### config.mk
export PLATFORM = sky130hd
export DESIGN_NAME = s_step_top
export DESIGN_NICKNAME = d
export VERILOG_FILES = /design/src/hw/s_isa_pkg.sv /design/src/hw/s_ctl_pkg.sv /design/src/hw/s_transfer_decoder.sv /design/src/hw/s_alu_decoder.sv /design/src/hw/s_alu.sv /design/src/hw/s_exec_unit.sv /design/src/hw/s_step_top.sv
export VERILOG_INCLUDE_DIRS = /design/src /design/src/include
export SDC_FILE = /design/constraint.sdc
export NUM_CORES = 1
export LEC_CHECK = 0
export BUFFER_PORTS_ARGS = -buffer_cell sky130_fd_sc_hd__buf_2
export CORE_MARGIN = 2
export CORE_UTILIZATION = 52
export CTS_BUF_LIST = sky130_fd_sc_hd__clkbuf_4 sky130_fd_sc_hd__clkbuf_8
export DETAILED_ROUTE_END_ITERATION = 10
export PLACE_DENSITY = 0.79
export RECOVER_POWER = 25
export SLEW_MARGIN = 20
export SYNTH_ARGS = -nofsm -noshare
export SYNTH_HDL_FRONTEND = slang
export SYNTH_SLANG_ARGS = --single-unit
export TNS_END_PERCENT = 20
### constraint.sdc
create_clock -name clk -period 4.15 [get_ports clk]
set_input_delay 0.2075 -clock clk [delete_from_list [all_inputs] [get_ports clk]]
set_output_delay 0.2075 -clock clk [all_outputs]
set_load 0.05 [all_outputs]
### src/include/s_cpu_consts.svh
// ==========================================================
// fixed widths and constants of the reduced SPC700 step
// state and instruction codes are 6 bits wide
// ==========================================================

`ifndef S_CPU_CONSTS_SVH
`define S_CPU_CONSTS_SVH

// datapath widths
`define S_DATA_W 8
`define S_ADDR_W 16

// pc value after reset
`define S_RESET_PC 16'hFFC0

// direct page high byte, P clear / P set
`define S_DP_PAGE0 8'h00
`define S_DP_PAGE1 8'h01

// encoding widths
`define S_STATE_W 6
`define S_INSTR_W 6

`endif

### src/hw/s_isa_pkg.sv
// ==========================================================
// architectural types: control states, instructions, PSW
// only the reduced state and instruction set is encoded
// ==========================================================

`include "s_cpu_consts.svh"

package s_isa_pkg;

    typedef enum logic [`S_STATE_W-1:0] {
        SS_IDLE = 0,
        SS_ADLFETCH,
        SS_ADHFETCH,
        SS_CALC_REG1_MEMPC,
        SS_CALC_REG1_MEMDP,
        SS_CALC_REG1_MEMABS,
        SS_COPY_MEMDP_REG1,
        SS_CALC_REG1,
        SS_XCN_REG1,
        SS_PSW_CHANGE
    } state_e;

    typedef enum logic [`S_INSTR_W-1:0] {
        SI_MOV, SI_ADC, SI_ADD, SI_SBC, SI_SUB,
        SI_CMP, SI_AND, SI_OR, SI_EOR,
        SI_INC, SI_DEC, SI_ASL, SI_LSR, SI_ROL, SI_ROR,
        SI_CLRC, SI_SETC, SI_NOTC, SI_CLRV,
        SI_CLRP, SI_SETP, SI_EI, SI_DI
    } instr_e;

    // bit 7 down to bit 0
    typedef struct packed {
        logic n;
        logic v;
        logic p;
        logic b;
        logic h;
        logic i;
        logic z;
        logic c;
    } psw_flags_t;

    // flag set in the register, write mask in the decoder
    typedef union packed {
        logic [7:0] raw;
        psw_flags_t f;
    } psw_word_u;

endpackage

### src/hw/s_ctl_pkg.sv
// ==========================================================
// control encodings passed from the decoders to the
// execution unit, one set per clock
// ==========================================================

package s_ctl_pkg;

    // memory address source
    typedef enum logic [1:0] {MA_PC, MA_DP, MA_ABS} addr_src_e;

    // alu operand sources
    typedef enum logic [1:0] {AA_REG1, AA_RD, AA_REG1_XCN} a_src_e;
    typedef enum logic [1:0] {AB_0, AB_1, AB_RD} b_src_e;

    typedef enum logic [3:0] {
        ADD, ADC, SUB, SBC,
        AND, OR, EOR,
        ASL, LSR, ROL, ROR
    } alu_op_e;

    // psw write data source
    typedef enum logic [1:0] {PW_ALUF, PW_0, PW_FF, PW_NOTC} psw_src_e;

    typedef struct packed {
        addr_src_e addr_src;
        logic mem_read;
        logic mem_write;
        logic pc_inc;
        logic adl_write;
        logic adh_write;
        logic reg1_write;
    } xfer_ctl_t;

    typedef struct packed {
        a_src_e a_src;
        b_src_e b_src;
        alu_op_e op;
        psw_src_e psw_src;
        s_isa_pkg::psw_word_u psw_write;
    } alu_ctl_t;

endpackage

### src/hw/s_transfer_decoder.sv
// ==========================================================
// memory strobes, address source and register transfers
// purely combinational, one control state per clock
// ==========================================================

`timescale 1ns/1ps

module s_transfer_decoder (
    input  s_isa_pkg::state_e    state,
    input  s_isa_pkg::instr_e    instr,
    output s_ctl_pkg::xfer_ctl_t xfer_ctl
);

    always_comb begin
        xfer_ctl = '0;
        xfer_ctl.addr_src = s_ctl_pkg::MA_PC;

        case (state)
            s_isa_pkg::SS_ADLFETCH, s_isa_pkg::SS_ADHFETCH: begin
                // addr byte <- mem[pc++]
                xfer_ctl.mem_read = 1'b1;
                xfer_ctl.pc_inc = 1'b1;
                xfer_ctl.adl_write = (state == s_isa_pkg::SS_ADLFETCH);
                xfer_ctl.adh_write = (state == s_isa_pkg::SS_ADHFETCH);
            end
            s_isa_pkg::SS_CALC_REG1_MEMPC: begin
                xfer_ctl.mem_read = 1'b1;
                xfer_ctl.pc_inc = 1'b1;
                xfer_ctl.reg1_write = (instr != s_isa_pkg::SI_CMP);
            end
            s_isa_pkg::SS_CALC_REG1_MEMDP: begin
                xfer_ctl.addr_src = s_ctl_pkg::MA_DP;
                xfer_ctl.mem_read = 1'b1;
                xfer_ctl.reg1_write = (instr != s_isa_pkg::SI_CMP);
            end
            s_isa_pkg::SS_CALC_REG1_MEMABS: begin
                xfer_ctl.addr_src = s_ctl_pkg::MA_ABS;
                xfer_ctl.mem_read = 1'b1;
                xfer_ctl.reg1_write = (instr != s_isa_pkg::SI_CMP);
            end
            s_isa_pkg::SS_COPY_MEMDP_REG1: begin
                // mem[dp] <- reg1
                xfer_ctl.addr_src = s_ctl_pkg::MA_DP;
                xfer_ctl.mem_write = 1'b1;
            end
            s_isa_pkg::SS_CALC_REG1, s_isa_pkg::SS_XCN_REG1: begin
                xfer_ctl.reg1_write = (instr != s_isa_pkg::SI_CMP);
            end
            default: ;
        endcase
    end

endmodule

### src/hw/s_alu_decoder.sv
// ==========================================================
// alu operation, operand sources and psw write mask
// NOTC only selects its source, the inverse is formed later
// ==========================================================

`timescale 1ns/1ps

module s_alu_decoder (
    input  s_isa_pkg::state_e   state,
    input  s_isa_pkg::instr_e   instr,
    output s_ctl_pkg::alu_ctl_t alu_ctl
);

    always_comb begin
        // default is reg1 + 0 with no flag written
        alu_ctl.a_src = s_ctl_pkg::AA_REG1;
        alu_ctl.b_src = s_ctl_pkg::AB_0;
        alu_ctl.op = s_ctl_pkg::ADD;
        alu_ctl.psw_src = s_ctl_pkg::PW_ALUF;
        alu_ctl.psw_write.raw = '0;

        case (state)
            s_isa_pkg::SS_CALC_REG1_MEMPC, s_isa_pkg::SS_CALC_REG1_MEMDP,
            s_isa_pkg::SS_CALC_REG1_MEMABS: begin
                if (instr == s_isa_pkg::SI_MOV) begin
                    alu_ctl.a_src = s_ctl_pkg::AA_RD;
                end else begin
                    alu_ctl.b_src = s_ctl_pkg::AB_RD;
                end

                case (instr)
                    s_isa_pkg::SI_ADC: alu_ctl.op = s_ctl_pkg::ADC;
                    s_isa_pkg::SI_SBC: alu_ctl.op = s_ctl_pkg::SBC;
                    s_isa_pkg::SI_SUB, s_isa_pkg::SI_CMP: alu_ctl.op = s_ctl_pkg::SUB;
                    s_isa_pkg::SI_AND: alu_ctl.op = s_ctl_pkg::AND;
                    s_isa_pkg::SI_OR: alu_ctl.op = s_ctl_pkg::OR;
                    s_isa_pkg::SI_EOR: alu_ctl.op = s_ctl_pkg::EOR;
                    default: alu_ctl.op = s_ctl_pkg::ADD;
                endcase

                {alu_ctl.psw_write.f.n, alu_ctl.psw_write.f.z} = 2'b11;
                case (instr)
                    s_isa_pkg::SI_ADC, s_isa_pkg::SI_ADD,
                    s_isa_pkg::SI_SBC, s_isa_pkg::SI_SUB: begin
                        alu_ctl.psw_write.f.v = 1'b1;
                        alu_ctl.psw_write.f.h = 1'b1;
                        alu_ctl.psw_write.f.c = 1'b1;
                    end
                    s_isa_pkg::SI_CMP: alu_ctl.psw_write.f.c = 1'b1;
                    default: ;
                endcase
            end

            s_isa_pkg::SS_CALC_REG1: begin
                // inc/dec and shifts on the accumulator
                alu_ctl.psw_write.f.n = 1'b1;
                alu_ctl.psw_write.f.z = 1'b1;
                alu_ctl.psw_write.f.c = (instr != s_isa_pkg::SI_INC)
                                        && (instr != s_isa_pkg::SI_DEC);
                case (instr)
                    s_isa_pkg::SI_INC: alu_ctl.b_src = s_ctl_pkg::AB_1;
                    s_isa_pkg::SI_DEC: begin
                        alu_ctl.b_src = s_ctl_pkg::AB_1;
                        alu_ctl.op = s_ctl_pkg::SUB;
                    end
                    s_isa_pkg::SI_ASL: alu_ctl.op = s_ctl_pkg::ASL;
                    s_isa_pkg::SI_LSR: alu_ctl.op = s_ctl_pkg::LSR;
                    s_isa_pkg::SI_ROL: alu_ctl.op = s_ctl_pkg::ROL;
                    s_isa_pkg::SI_ROR: alu_ctl.op = s_ctl_pkg::ROR;
                    default: ;
                endcase
            end

            s_isa_pkg::SS_XCN_REG1: begin
                alu_ctl.a_src = s_ctl_pkg::AA_REG1_XCN;
                {alu_ctl.psw_write.f.n, alu_ctl.psw_write.f.z} = 2'b11;
            end

            // ================================================
            // psw change
            // ================================================
            s_isa_pkg::SS_PSW_CHANGE: begin
                case (instr)
                    s_isa_pkg::SI_CLRC, s_isa_pkg::SI_CLRV,
                    s_isa_pkg::SI_CLRP, s_isa_pkg::SI_DI: alu_ctl.psw_src = s_ctl_pkg::PW_0;
                    s_isa_pkg::SI_NOTC: alu_ctl.psw_src = s_ctl_pkg::PW_NOTC;
                    default: alu_ctl.psw_src = s_ctl_pkg::PW_FF;
                endcase
                case (instr)
                    s_isa_pkg::SI_CLRC, s_isa_pkg::SI_SETC,
                    s_isa_pkg::SI_NOTC: alu_ctl.psw_write.f.c = 1'b1;
                    s_isa_pkg::SI_CLRV: begin
                        alu_ctl.psw_write.f.v = 1'b1;
                        alu_ctl.psw_write.f.h = 1'b1;
                    end
                    s_isa_pkg::SI_CLRP, s_isa_pkg::SI_SETP: alu_ctl.psw_write.f.p = 1'b1;
                    s_isa_pkg::SI_EI, s_isa_pkg::SI_DI: alu_ctl.psw_write.f.i = 1'b1;
                    default: ;
                endcase
            end

            // store passes reg1 + 0 through the defaults
            default: ;
        endcase
    end

endmodule

### src/hw/s_alu.sv
// ==========================================================
// 8-bit alu, flags returned in psw bit positions
// p, b and i are always 0 in the flag output
// ==========================================================

`timescale 1ns/1ps

`include "s_cpu_consts.svh"

module s_alu (
    input  logic [`S_DATA_W-1:0] a,
    input  logic [`S_DATA_W-1:0] b,
    input  logic                 carry_in,
    input  s_ctl_pkg::alu_op_e   op,
    output logic [`S_DATA_W-1:0] y,
    output s_isa_pkg::psw_word_u flags
);

    logic                 sub_op;
    logic                 cin;
    logic [`S_DATA_W-1:0] b_eff;
    logic [`S_DATA_W:0]   sum;
    logic [4:0]           half;

    // subtract as a + ~b + carry, carry set means no borrow
    assign sub_op = (op == s_ctl_pkg::SUB) || (op == s_ctl_pkg::SBC);
    assign b_eff = sub_op ? ~b : b;
    assign cin = (op == s_ctl_pkg::ADD) ? 1'b0 :
                 (op == s_ctl_pkg::SUB) ? 1'b1 : carry_in;

    assign sum = {1'b0, a} + {1'b0, b_eff} + {{`S_DATA_W{1'b0}}, cin};
    assign half = {1'b0, a[3:0]} + {1'b0, b_eff[3:0]} + {4'd0, cin};

    always_comb begin
        flags.raw = '0;
        y = sum[`S_DATA_W-1:0];
        flags.f.c = sum[`S_DATA_W];
        flags.f.h = half[4];
        flags.f.v = (a[7] == b_eff[7]) && (sum[7] != a[7]);

        case (op)
            s_ctl_pkg::AND: y = a & b;
            s_ctl_pkg::OR: y = a | b;
            s_ctl_pkg::EOR: y = a ^ b;
            s_ctl_pkg::ASL: y = {a[6:0], 1'b0};
            s_ctl_pkg::ROL: y = {a[6:0], carry_in};
            s_ctl_pkg::LSR: y = {1'b0, a[7:1]};
            s_ctl_pkg::ROR: y = {carry_in, a[7:1]};
            default: ;
        endcase

        // shifts carry out the bit that leaves
        case (op)
            s_ctl_pkg::AND, s_ctl_pkg::OR, s_ctl_pkg::EOR: flags.f.c = 1'b0;
            s_ctl_pkg::ASL, s_ctl_pkg::ROL: flags.f.c = a[7];
            s_ctl_pkg::LSR, s_ctl_pkg::ROR: flags.f.c = a[0];
            default: ;
        endcase
        if (!sub_op && (op != s_ctl_pkg::ADD) && (op != s_ctl_pkg::ADC)) begin
            flags.f.v = 1'b0;
            flags.f.h = 1'b0;
        end

        flags.f.n = y[7];
        flags.f.z = (y == '0);
    end

endmodule

### src/hw/s_exec_unit.sv
// ==========================================================
// pc, address, accumulator and psw registers
// memory answers in the same cycle, updates land on the edge
// ==========================================================

`timescale 1ns/1ps

`include "s_cpu_consts.svh"

module s_exec_unit (
    input  logic                 clk,
    input  logic                 reset,
    input  s_ctl_pkg::xfer_ctl_t xfer_ctl,
    input  s_ctl_pkg::alu_ctl_t  alu_ctl,
    input  logic [`S_DATA_W-1:0] mem_rdata,
    output logic [`S_ADDR_W-1:0] mem_addr,
    output logic                 mem_read,
    output logic                 mem_write,
    output logic [`S_DATA_W-1:0] mem_wdata,
    output logic [`S_DATA_W-1:0] reg1,
    output s_isa_pkg::psw_word_u psw,
    output logic [`S_ADDR_W-1:0] pc
);

    logic [`S_ADDR_W-1:0] addr_reg;
    logic [`S_DATA_W-1:0] alu_a;
    logic [`S_DATA_W-1:0] alu_b;
    logic [`S_DATA_W-1:0] alu_y;
    logic [7:0]           psw_src_val;
    s_isa_pkg::psw_word_u alu_flags;

    // ==========================================================
    // address and operand selection
    // ==========================================================
    always_comb begin
        case (xfer_ctl.addr_src)
            s_ctl_pkg::MA_DP: begin
                mem_addr = {(psw.f.p ? `S_DP_PAGE1 : `S_DP_PAGE0), addr_reg[7:0]};
            end
            s_ctl_pkg::MA_ABS: mem_addr = addr_reg;
            default: mem_addr = pc;
        endcase

        case (alu_ctl.a_src)
            s_ctl_pkg::AA_RD: alu_a = mem_rdata;
            s_ctl_pkg::AA_REG1_XCN: alu_a = {reg1[3:0], reg1[7:4]};
            default: alu_a = reg1;
        endcase

        case (alu_ctl.b_src)
            s_ctl_pkg::AB_1: alu_b = 8'd1;
            s_ctl_pkg::AB_RD: alu_b = mem_rdata;
            default: alu_b = 8'd0;
        endcase

        case (alu_ctl.psw_src)
            s_ctl_pkg::PW_0: psw_src_val = 8'h00;
            s_ctl_pkg::PW_FF: psw_src_val = 8'hff;
            s_ctl_pkg::PW_NOTC: psw_src_val = {8{~psw.f.c}};
            default: psw_src_val = alu_flags.raw;
        endcase
    end

    assign mem_read = xfer_ctl.mem_read;
    assign mem_write = xfer_ctl.mem_write;
    assign mem_wdata = alu_y;

    s_alu u_alu (
        .a        (alu_a),
        .b        (alu_b),
        .carry_in (psw.f.c),
        .op       (alu_ctl.op),
        .y        (alu_y),
        .flags    (alu_flags)
    );

    // ==========================================================
    // register update
    // ==========================================================
    always_ff @(posedge clk) begin
        if (reset) begin
            pc <= `S_RESET_PC;
            addr_reg <= '0;
            reg1 <= '0;
            psw.raw <= '0;
        end else begin
            if (xfer_ctl.pc_inc) pc <= pc + 1'b1;
            if (xfer_ctl.adl_write) addr_reg[7:0] <= mem_rdata;
            if (xfer_ctl.adh_write) addr_reg[15:8] <= mem_rdata;
            if (xfer_ctl.reg1_write) reg1 <= alu_y;
            // masked per-flag write
            psw.raw <= (psw.raw & ~alu_ctl.psw_write.raw)
                       | (psw_src_val & alu_ctl.psw_write.raw);
        end
    end

endmodule

### src/hw/s_step_top.sv
// ==========================================================
// one execution step: decoders plus execution unit
// state and instr come from an external sequencer
// ==========================================================

`timescale 1ns/1ps

`include "s_cpu_consts.svh"

module s_step_top (
    input  logic                 clk,
    input  logic                 reset,
    input  s_isa_pkg::state_e    state,
    input  s_isa_pkg::instr_e    instr,
    input  logic [`S_DATA_W-1:0] mem_rdata,
    output logic [`S_ADDR_W-1:0] mem_addr,
    output logic                 mem_read,
    output logic                 mem_write,
    output logic [`S_DATA_W-1:0] mem_wdata,
    output logic [`S_DATA_W-1:0] reg1,
    output s_isa_pkg::psw_word_u psw,
    output logic [`S_ADDR_W-1:0] pc
);

    s_ctl_pkg::xfer_ctl_t xfer_ctl;
    s_ctl_pkg::alu_ctl_t  alu_ctl;

    s_transfer_decoder u_xfer_dec (.state(state), .instr(instr), .xfer_ctl(xfer_ctl));
    s_alu_decoder u_alu_dec (.state(state), .instr(instr), .alu_ctl(alu_ctl));

    s_exec_unit u_exec (
        .clk       (clk),
        .reset     (reset),
        .xfer_ctl  (xfer_ctl),
        .alu_ctl   (alu_ctl),
        .mem_rdata (mem_rdata),
        .mem_addr  (mem_addr),
        .mem_read  (mem_read),
        .mem_write (mem_write),
        .mem_wdata (mem_wdata),
        .reg1      (reg1),
        .psw       (psw),
        .pc        (pc)
    );

endmodule

==> results of run 1 <==
per-stage QoR:
| stage | total power, W | setup slack, ns |
|---|---|---|
| 2_1_floorplan | 0.000599 | -0.0730 |
| 3_3_place_gp | 0.000659 | -0.0399 |
| 3_5_place_dp | 0.000661 | -0.0952 |
| 4_1_cts | 0.00107 | 0.00642 |
| 5_1_grt | 0.00111 | -0.0135 |
| 6_report | 0.00106 | 0.194 |
worst register-to-register path, stage by stage, from the launching register on:
cell      delay [ns]
dfxtp_1         0.37
a22oi_1         0.19
o21ai_1         0.18
fa_2            0.44
fa_2            0.35
a21o_1          0.17
a21oi_2         0.15
o21ai_2         0.09
xnor2_1         0.16
o22ai_1         0.09
nor2_1          0.18
buf_4           0.16
buf_4           0.11
nand4b_4        0.11
o31ai_2         0.22
metal layers:
| layer | track usage [%] | part of all wire, % |
|---|---|---|
| met4 | 8.70 | 2.5 |
| met2 | 46.1 | 47 |
| met5 | 0 | 0 |
| met1 | 36.7 | 43 |
| met3 | 4.03 | 7.2 |
how the worst max path moves through the flow:
stage	to	slack, ns	start	depth (start not counted)
after floorplan	register	-0.07	state[3]	17
after global placement	mem_wdata[6]	-0.04	instr[5]	19
after detailed placement	mem_wdata[7]	-0.1	instr[5]	17
after CTS	mem_wdata[6]	0.006	instr[5]	19
after global routing	mem_wdata[6]	-0.01	state[5]	18
final	mem_wdata[6]	0.19	state[3]	18
power by group:
group | total [W] | internal, W | leakage (nW) | switching, W
Clock | 0.000407 | 0.000248 | 0.0688 | 0.000159
Combinational | 0.000198 | 0.0000687 | 1.91 | 0.000129
Sequential | 0.000459 | 0.000455 | 0.379 | 0.00000429
Total | 0.00106 | 0.000771 | 2.36 | 0.000292
synthesized netlist by cell type (all sizes together), types with 9 or more instances:
master / n / area [um^2]
a21oi: 9 / 45.0
a22oi: 10 / 75.1
clkbuf: 20 / 105
dfxtp: 47 / 941
ha: 30 / 375
inv: 32 / 120
mux2i: 33 / 330
nand2: 70 / 263
nand2b: 12 / 75.1
nor2: 60 / 228
nor3: 15 / 75.1
o21ai: 34 / 174
xnor2: 15 / 131
xor2: 12 / 105
cell families after synthesis:
family / after synthesis / share of synthesized area, %
AND/OR/NAND/NOR: 215 / 26.7
AO/OA/AOI/OAI: 110 / 18.6
buffers and inverters: 61 / 7.81
flip-flops: 47 / 22.9
multiplexers: 33 / 8.02
adder cells (fa/ha/maj): 32 / 10.1
XOR/XNOR: 27 / 5.74
other: 1 / 0.0911
cell type report:
type	instances	area (um^2)
multi-input combinational	418	2910
fill	701	2690
sequential	47	941
timing repair buffer	130	754
tap	102	128
inverter	32	120
clock buffer	6	76.3
clock inverter	2	60.1
what timing repair did:
item                       CTS  global route
hold endpoints to repair     0             0
pin swaps                    1             7
buffers inserted             0             2
setup endpoints to repair    2             9
gates resized for setup      4            13
cloned                       0             0
==> results by group, run 1 <==
Outcome
  • Status: finished, final reports clean

Setup path
  • Worst EP arrival: approximately 3.8 ns
  • R2R Path Start: u_exec.reg1[4]
  • Critical Path Source Type: input port
  • Critical path type: input port to primary output
  • R2R setup slack: roughly 1.1 ns
  • Crit-path slowest cell: or4b_1
  • Critical Path Sink Type: primary output
  • Max stage delay on crit path: approximately 0.55 ns
  • Crit path max-delay family: simple AND/OR/NAND/NOR gates
  • CP max FO: 3
  • Most used cell, CP: buf_4
  • Critical path, cell by cell: buf_2 > or4b_1 > buf_4 > nor4_4 > and4b_2 > nor3_1 > mux2i_1 > fa_2 > fa_2 > a21o_1 > a21oi_2 > o21ai_2 > xnor2_1 > o22ai_1 > nor2_1 > buf_4 > inv_2 > buf_4
  • CP Data Required Time: roughly 3.9 ns
  • Bufs and invs on worst path: 5
  • Reg2Reg Depth: 14

Hold path
  • Hold Crit Start: mem_rdata[1]
  • Min-Delay Endpoint: u_exec.addr_reg[9]
  • Worst hold path class: input port to register
  • Hold path depth: 3

Detailed routing
  • Routed Antenna Nets: 0
  • Drt initial violations: 344
  • Vias: about 4300
  • DRT Pass-1 Iters: 5
  • Routed WL: between 10000 and 15000 um
  • Wire per inst: 16.4 um
  • Vias per cell: a little under 6
  • Residual DRC: 0

CTS
  • Clock buffer depth: 2
  • H-tree depth: 2
  • Clk sinks: 47
  • Cts bufs inserted: 5
  • CTS tree: built
  • # hold bufs at CTS: 0
  • Clock Pin Slew Worst Setup and Hold Paths: 0.09 ns
  • CTS root buf: clkbuf_8
  • Clock Latency Late Sink: around 0.30 ns

Placement
  • Gpl congestion: ~1.0
  • Area after DPL: between 4000 and 5000 um^2
  • IO buf count: between 70 and 80
  • Placed cells: just over 700
  • Hpwl dp: 9350 um

Pwr
  • Peak supply drop: about 310 uV
  • Leakage: between 2 and 2.5 nW
  • Pwr dens: 213 nW/um^2

Synth
  • Number of synthesized flops with an enable pin: 0
  • Asr flop ratio synth: 0%
  • Syn_area_per_cell: around 8 um^2
  • Cell Area, Synth: 4120 um^2
  • Register area share after synthesis: a little under a quarter
  • Unique cell type count in the Yosys netlist: 73
  • Top_reg_cell synth: dfxtp_1
  • Syn Nets: 580
  • Ys Warns: 0
  • FF+latch count, synth: 47
  • Synth Instances: 526

Floorplanning
  • Die area: 8640 um^2
  • Num rows: 32
  • Height of the die: 93.0 um
  • Core area: about 7700 um^2
  • Top-Level Pins: 80
  • Initial Utilization: 53.5%
  • Horiz. Die Dim: slightly above 90 um

GRT
  • Initial antenna violation count: 0
  • Largest net degree at the start of global routing: 49
  • Remaining global-route overflow: 0
  • Tot GR Track Use: between 20% and 30%
  • Global-route wire length before repair: 19400 um
  • Vias in the first global route: about 4000

Timing
  • Max-slew violations: 0
  • Measured slew at the worst slew-check pin: roughly 0.95 ns
  • Final hold vios: 0
  • Slew headroom: approximately 36%
  • Final period utilization: between 90% and 100%
  • Worst hold slack: 0.213 ns
  • Fin Setup TNS: 0 ns
  • Worst clock skew: roughly 0.016 ns
  • Final setup fails: 0
  • Fmax: 253 MHz
  • Crit path time final: roughly 4 ns

Run
  • Max_cap viols: 0

Finish
  • Share of layout cells above drive strength 1: 23.6%
  • Commonest non-fill, non-tap cell in the layout: nand2_1
  • Most frequent cells in the layout: nand2_1 (70), nor2_1 (57), buf_4 (54)
  • Area grow syn2layout: 21.3%
  • Fin area: 4990 um^2
  • Finished Layout Cells: between 700 and 800
  • # nets final: 688
  • Antenna fix cells: 0
  • Final Util: ~65%
(Power assumes the default switching activity.)
==> inputs of run 2 (changes only) <==
==> constraint.sdc (replaced) <==
create_clock -name clk -period 3.4 [get_ports clk]
set_input_delay 0.17 -clock clk [delete_from_list [all_inputs] [get_ports clk]]
set_output_delay 0.17 -clock clk [all_outputs]
set_load 0.05 [all_outputs]
==> run 2 against run 1 <==
Effect of this change: the run now ends with setup timing left; combinational power is 43% higher; utilization rose by 7.7 points; clock skew is 0.0096 ns lower; non-clock buffer count increased by 55; worst hold slack worse by 0.013 ns.
==> results by group, run 2 (synthesis gave the netlist of run 1 again) <==
Pwr
  • Leakage: 2.70 nW (was 2.36 nW)
  • Pwr dens: 220 nW/um^2 (was 213 nW/um^2)
  • Peak supply drop: 215 uV (was 306 uV)

CTS
  • Clock Latency Late Sink: 0.31 ns (was 0.30 ns)
  • H-tree depth: 2 (unchanged)
  • CTS tree: built (unchanged)
  • Clock buffer depth: 2 (unchanged)
  • Cts bufs inserted: 5 (unchanged)
  • CTS root buf: clkbuf_8 (unchanged)
  • Clk sinks: 47 (unchanged)
  • Clock Pin Slew Worst Setup and Hold Paths: 0.09 ns (about the same)

Floorplanning
  • Die area: 8640 um^2 (unchanged)
  • Horiz. Die Dim: 93.0 um (unchanged)
  • Height of the die: 93.0 um (unchanged)
  • Top-Level Pins: 80 (unchanged)
  • Num rows: 32 (unchanged)
  • Initial Utilization: 53.5% (unchanged)
  • Core area: 7690 um^2 (unchanged)

Hold path
  • Hold path depth: 3 (unchanged)
  • Min-Delay Endpoint: u_exec.addr_reg[14] (was u_exec.addr_reg[9])
  • Worst hold path class: input port to register (unchanged)
  • Hold Crit Start: mem_rdata[6] (was mem_rdata[1])

Detailed routing
  • Residual DRC: 0 (unchanged)
  • Drt initial violations: 437 (was 344)
  • Wire per inst: 17.5 um (was 16.4 um)
  • Routed WL: 13900 um (was 12100 um)
  • DRT Pass-1 Iters: 5 (unchanged)
  • Vias: 4670 (was 4308)
  • Routed Antenna Nets: 0 (unchanged)
  • Vias per cell: 5.90 (was 5.85)

Setup path
  • Max stage delay on crit path: 0.59 ns (was 0.55 ns)
  • Critical path, cell by cell: buf_8 > or4b_4 > nor2_4 > nand2_4 > inv_4 > ha_4 > a21oi_2 > nor2_2 > inv_2 > xnor2_2 > fa_2 > fa_2 > a21o_1 > a21oi_2 > o21ai_2 > xnor2_1 > o22ai_1 > nor2_2 > inv_2 > buf_8 (was buf_2 > or4b_1 > buf_4 > nor4_4 > and4b_2 > nor3_1 > mux2i_1 > fa_2 > fa_2 > a21o_1 > a21oi_2 > o21ai_2 > xnor2_1 > o22ai_1 > nor2_1 > buf_4 > inv_2 > buf_4)
  • Crit path max-delay family: simple AND/OR/NAND/NOR gates (unchanged)
  • CP max FO: 6 (was 3)
  • Critical Path Sink Type: primary output (unchanged)
  • Worst EP arrival: 3.59 ns (was 3.75 ns)
  • Crit-path slowest cell: or4b_4 (was or4b_1)
  • CP Data Required Time: 3.23 ns (was 3.94 ns)
  • Bufs and invs on worst path: 5 (unchanged)
  • Critical Path Source Type: input port (unchanged)
  • Reg2Reg Depth: 13 (was 14)
  • R2R setup slack: 0.47 ns (was 1.14 ns)
  • Critical path type: input port to primary output (unchanged)
  • R2R Path Start: u_exec.reg1[4] (unchanged)

Finish
  • Area grow syn2layout: 35.6% (was 21.3%)
  • Antenna fix cells: 0 (unchanged)
  • Share of layout cells above drive strength 1: 33.5% (was 23.6%)
  • Final Util: 72.6% (was 65.0%)
  • Commonest non-fill, non-tap cell in the layout: buf_4 (was nand2_1)
  • Most frequent cells in the layout: buf_4 (106), nand2_1 (69), nor2_1 (55) (was nand2_1 (70), nor2_1 (57), buf_4 (54))
  • # nets final: 743 (was 688)

Placement
  • IO buf count: 78 (unchanged)
  • Gpl congestion: 0.984 (was 1.01)
  • Hpwl dp: 10000 um (was 9350 um)

Run
  • Max_cap viols: 0 (unchanged)

Timing
  • Setup ws final: -0.362 ns (was 0.194 ns)
  • Measured slew at the worst slew-check pin: 0.831 ns (was 0.952 ns)
  • Final period utilization: 111%
  • Slew headroom: 44.6% (was 36.0%)
  • Worst clock skew: 0.00641 ns (was 0.0160 ns)
  • Final hold vios: 0 (unchanged)
  • Crit path time final: 3.76 ns
  • Final setup fails: 13 (was 0)
  • Max-slew violations: 0 (unchanged)
  • Worst hold slack: 0.200 ns (was 0.213 ns)
  • Fmax: approximately 270 MHz
  • RSZ-0062 raised after global routing: true

GRT
  • Remaining global-route overflow: 0 (unchanged)
  • Vias in the first global route: 4460 (was 4023)
  • Global-route wire length before repair: 21100 um (was 19400 um)
  • Largest net degree at the start of global routing: 49 (unchanged)
  • Tot GR Track Use: 30.8% (was 27.6%)
  • Initial antenna violation count: 0 (unchanged)

Outcome
  • Failing checks: setup timing
  • Status: complete, but fails checks (was finished, final reports clean)
[run 2: cell count changes in the layout (fill, tap and decap cells not counted), sizes merged]
cell      before  now
buf          105  163
bufinv         2    0
clkbuf        31   29
clkinvlp       0    1
[run 2: routing by layer]
layer | share of wire, % | track usage, %
met1 | 39 | 38.0
met5 | 0 | 0
met2 | 48 | 52.0
met3 | 8.8 | 5.32
met4 | 4.3 | 14.7
[run 2: report_power, final]
group	switching, W	total [W]	internal, W
combinational	0.000174	0.000284	0.000110
clock	0.000199	0.000384	0.000185
sequential	0.00000495	0.000560	0.000555
[run 2: area by class of cell]
type / instances / area, um^2
multi-input cells: 418 / 3060
fillers: 577 / 2100
flip-flops and latches: 47 / 941
inverters: 32 / 123
clock inverters: 1 / 7.51
clock buffers: 7 / 96.3
well taps: 102 / 128
repair buffers: 185 / 1230
[run 2: tightest hold or removal path, cell delays in order]
cell	delay, ns
buf_2	0.14
mux2i_1	0.08
nor2_1	0.08
[run 2: per-stage QoR]
stage | area [um^2] | instances | setup slack (ns) | setup TNS, ns | power, W
3_5_place_dp | 5180 | 762 | -0.485 | -4.88 | 0.000829
2_1_floorplan | 4210 | 526 | -0.356 | -2.07 | 0.000734
5_1_grt | 5580 | 792 | -0.488 | -4.05 | 0.00127
3_3_place_gp | 5180 | 762 | -0.397 | -3.80 | 0.000823
6_report | 5580 | 792 | -0.362 | -2.44 | 0.00123
4_1_cts | 5500 | 789 | -0.299 | -1.65 | 0.00121
[run 2: worst max path at each step]
stage,start,endpoint,cells past startpoint
5_1_grt,state[5],mem_wdata[6],20
2_1_floorplan,state[3],u_exec.reg1[7],16
4_1_cts,state[3],mem_wdata[7],14
3_5_place_dp,instr[5],register,18
3_3_place_gp,instr[5],mem_wdata[6],18
6_report,state[5],mem_wdata[6],20
[run 2: timing repair]
action | CTS | global route
gates resized for setup | 22 | 23
gates cloned | 0 | 0
pin swaps | 4 | 16
hold buffers | 0 | 0
buffers inserted | 19 | 3
endpoints found under the setup margin | 12 | 16
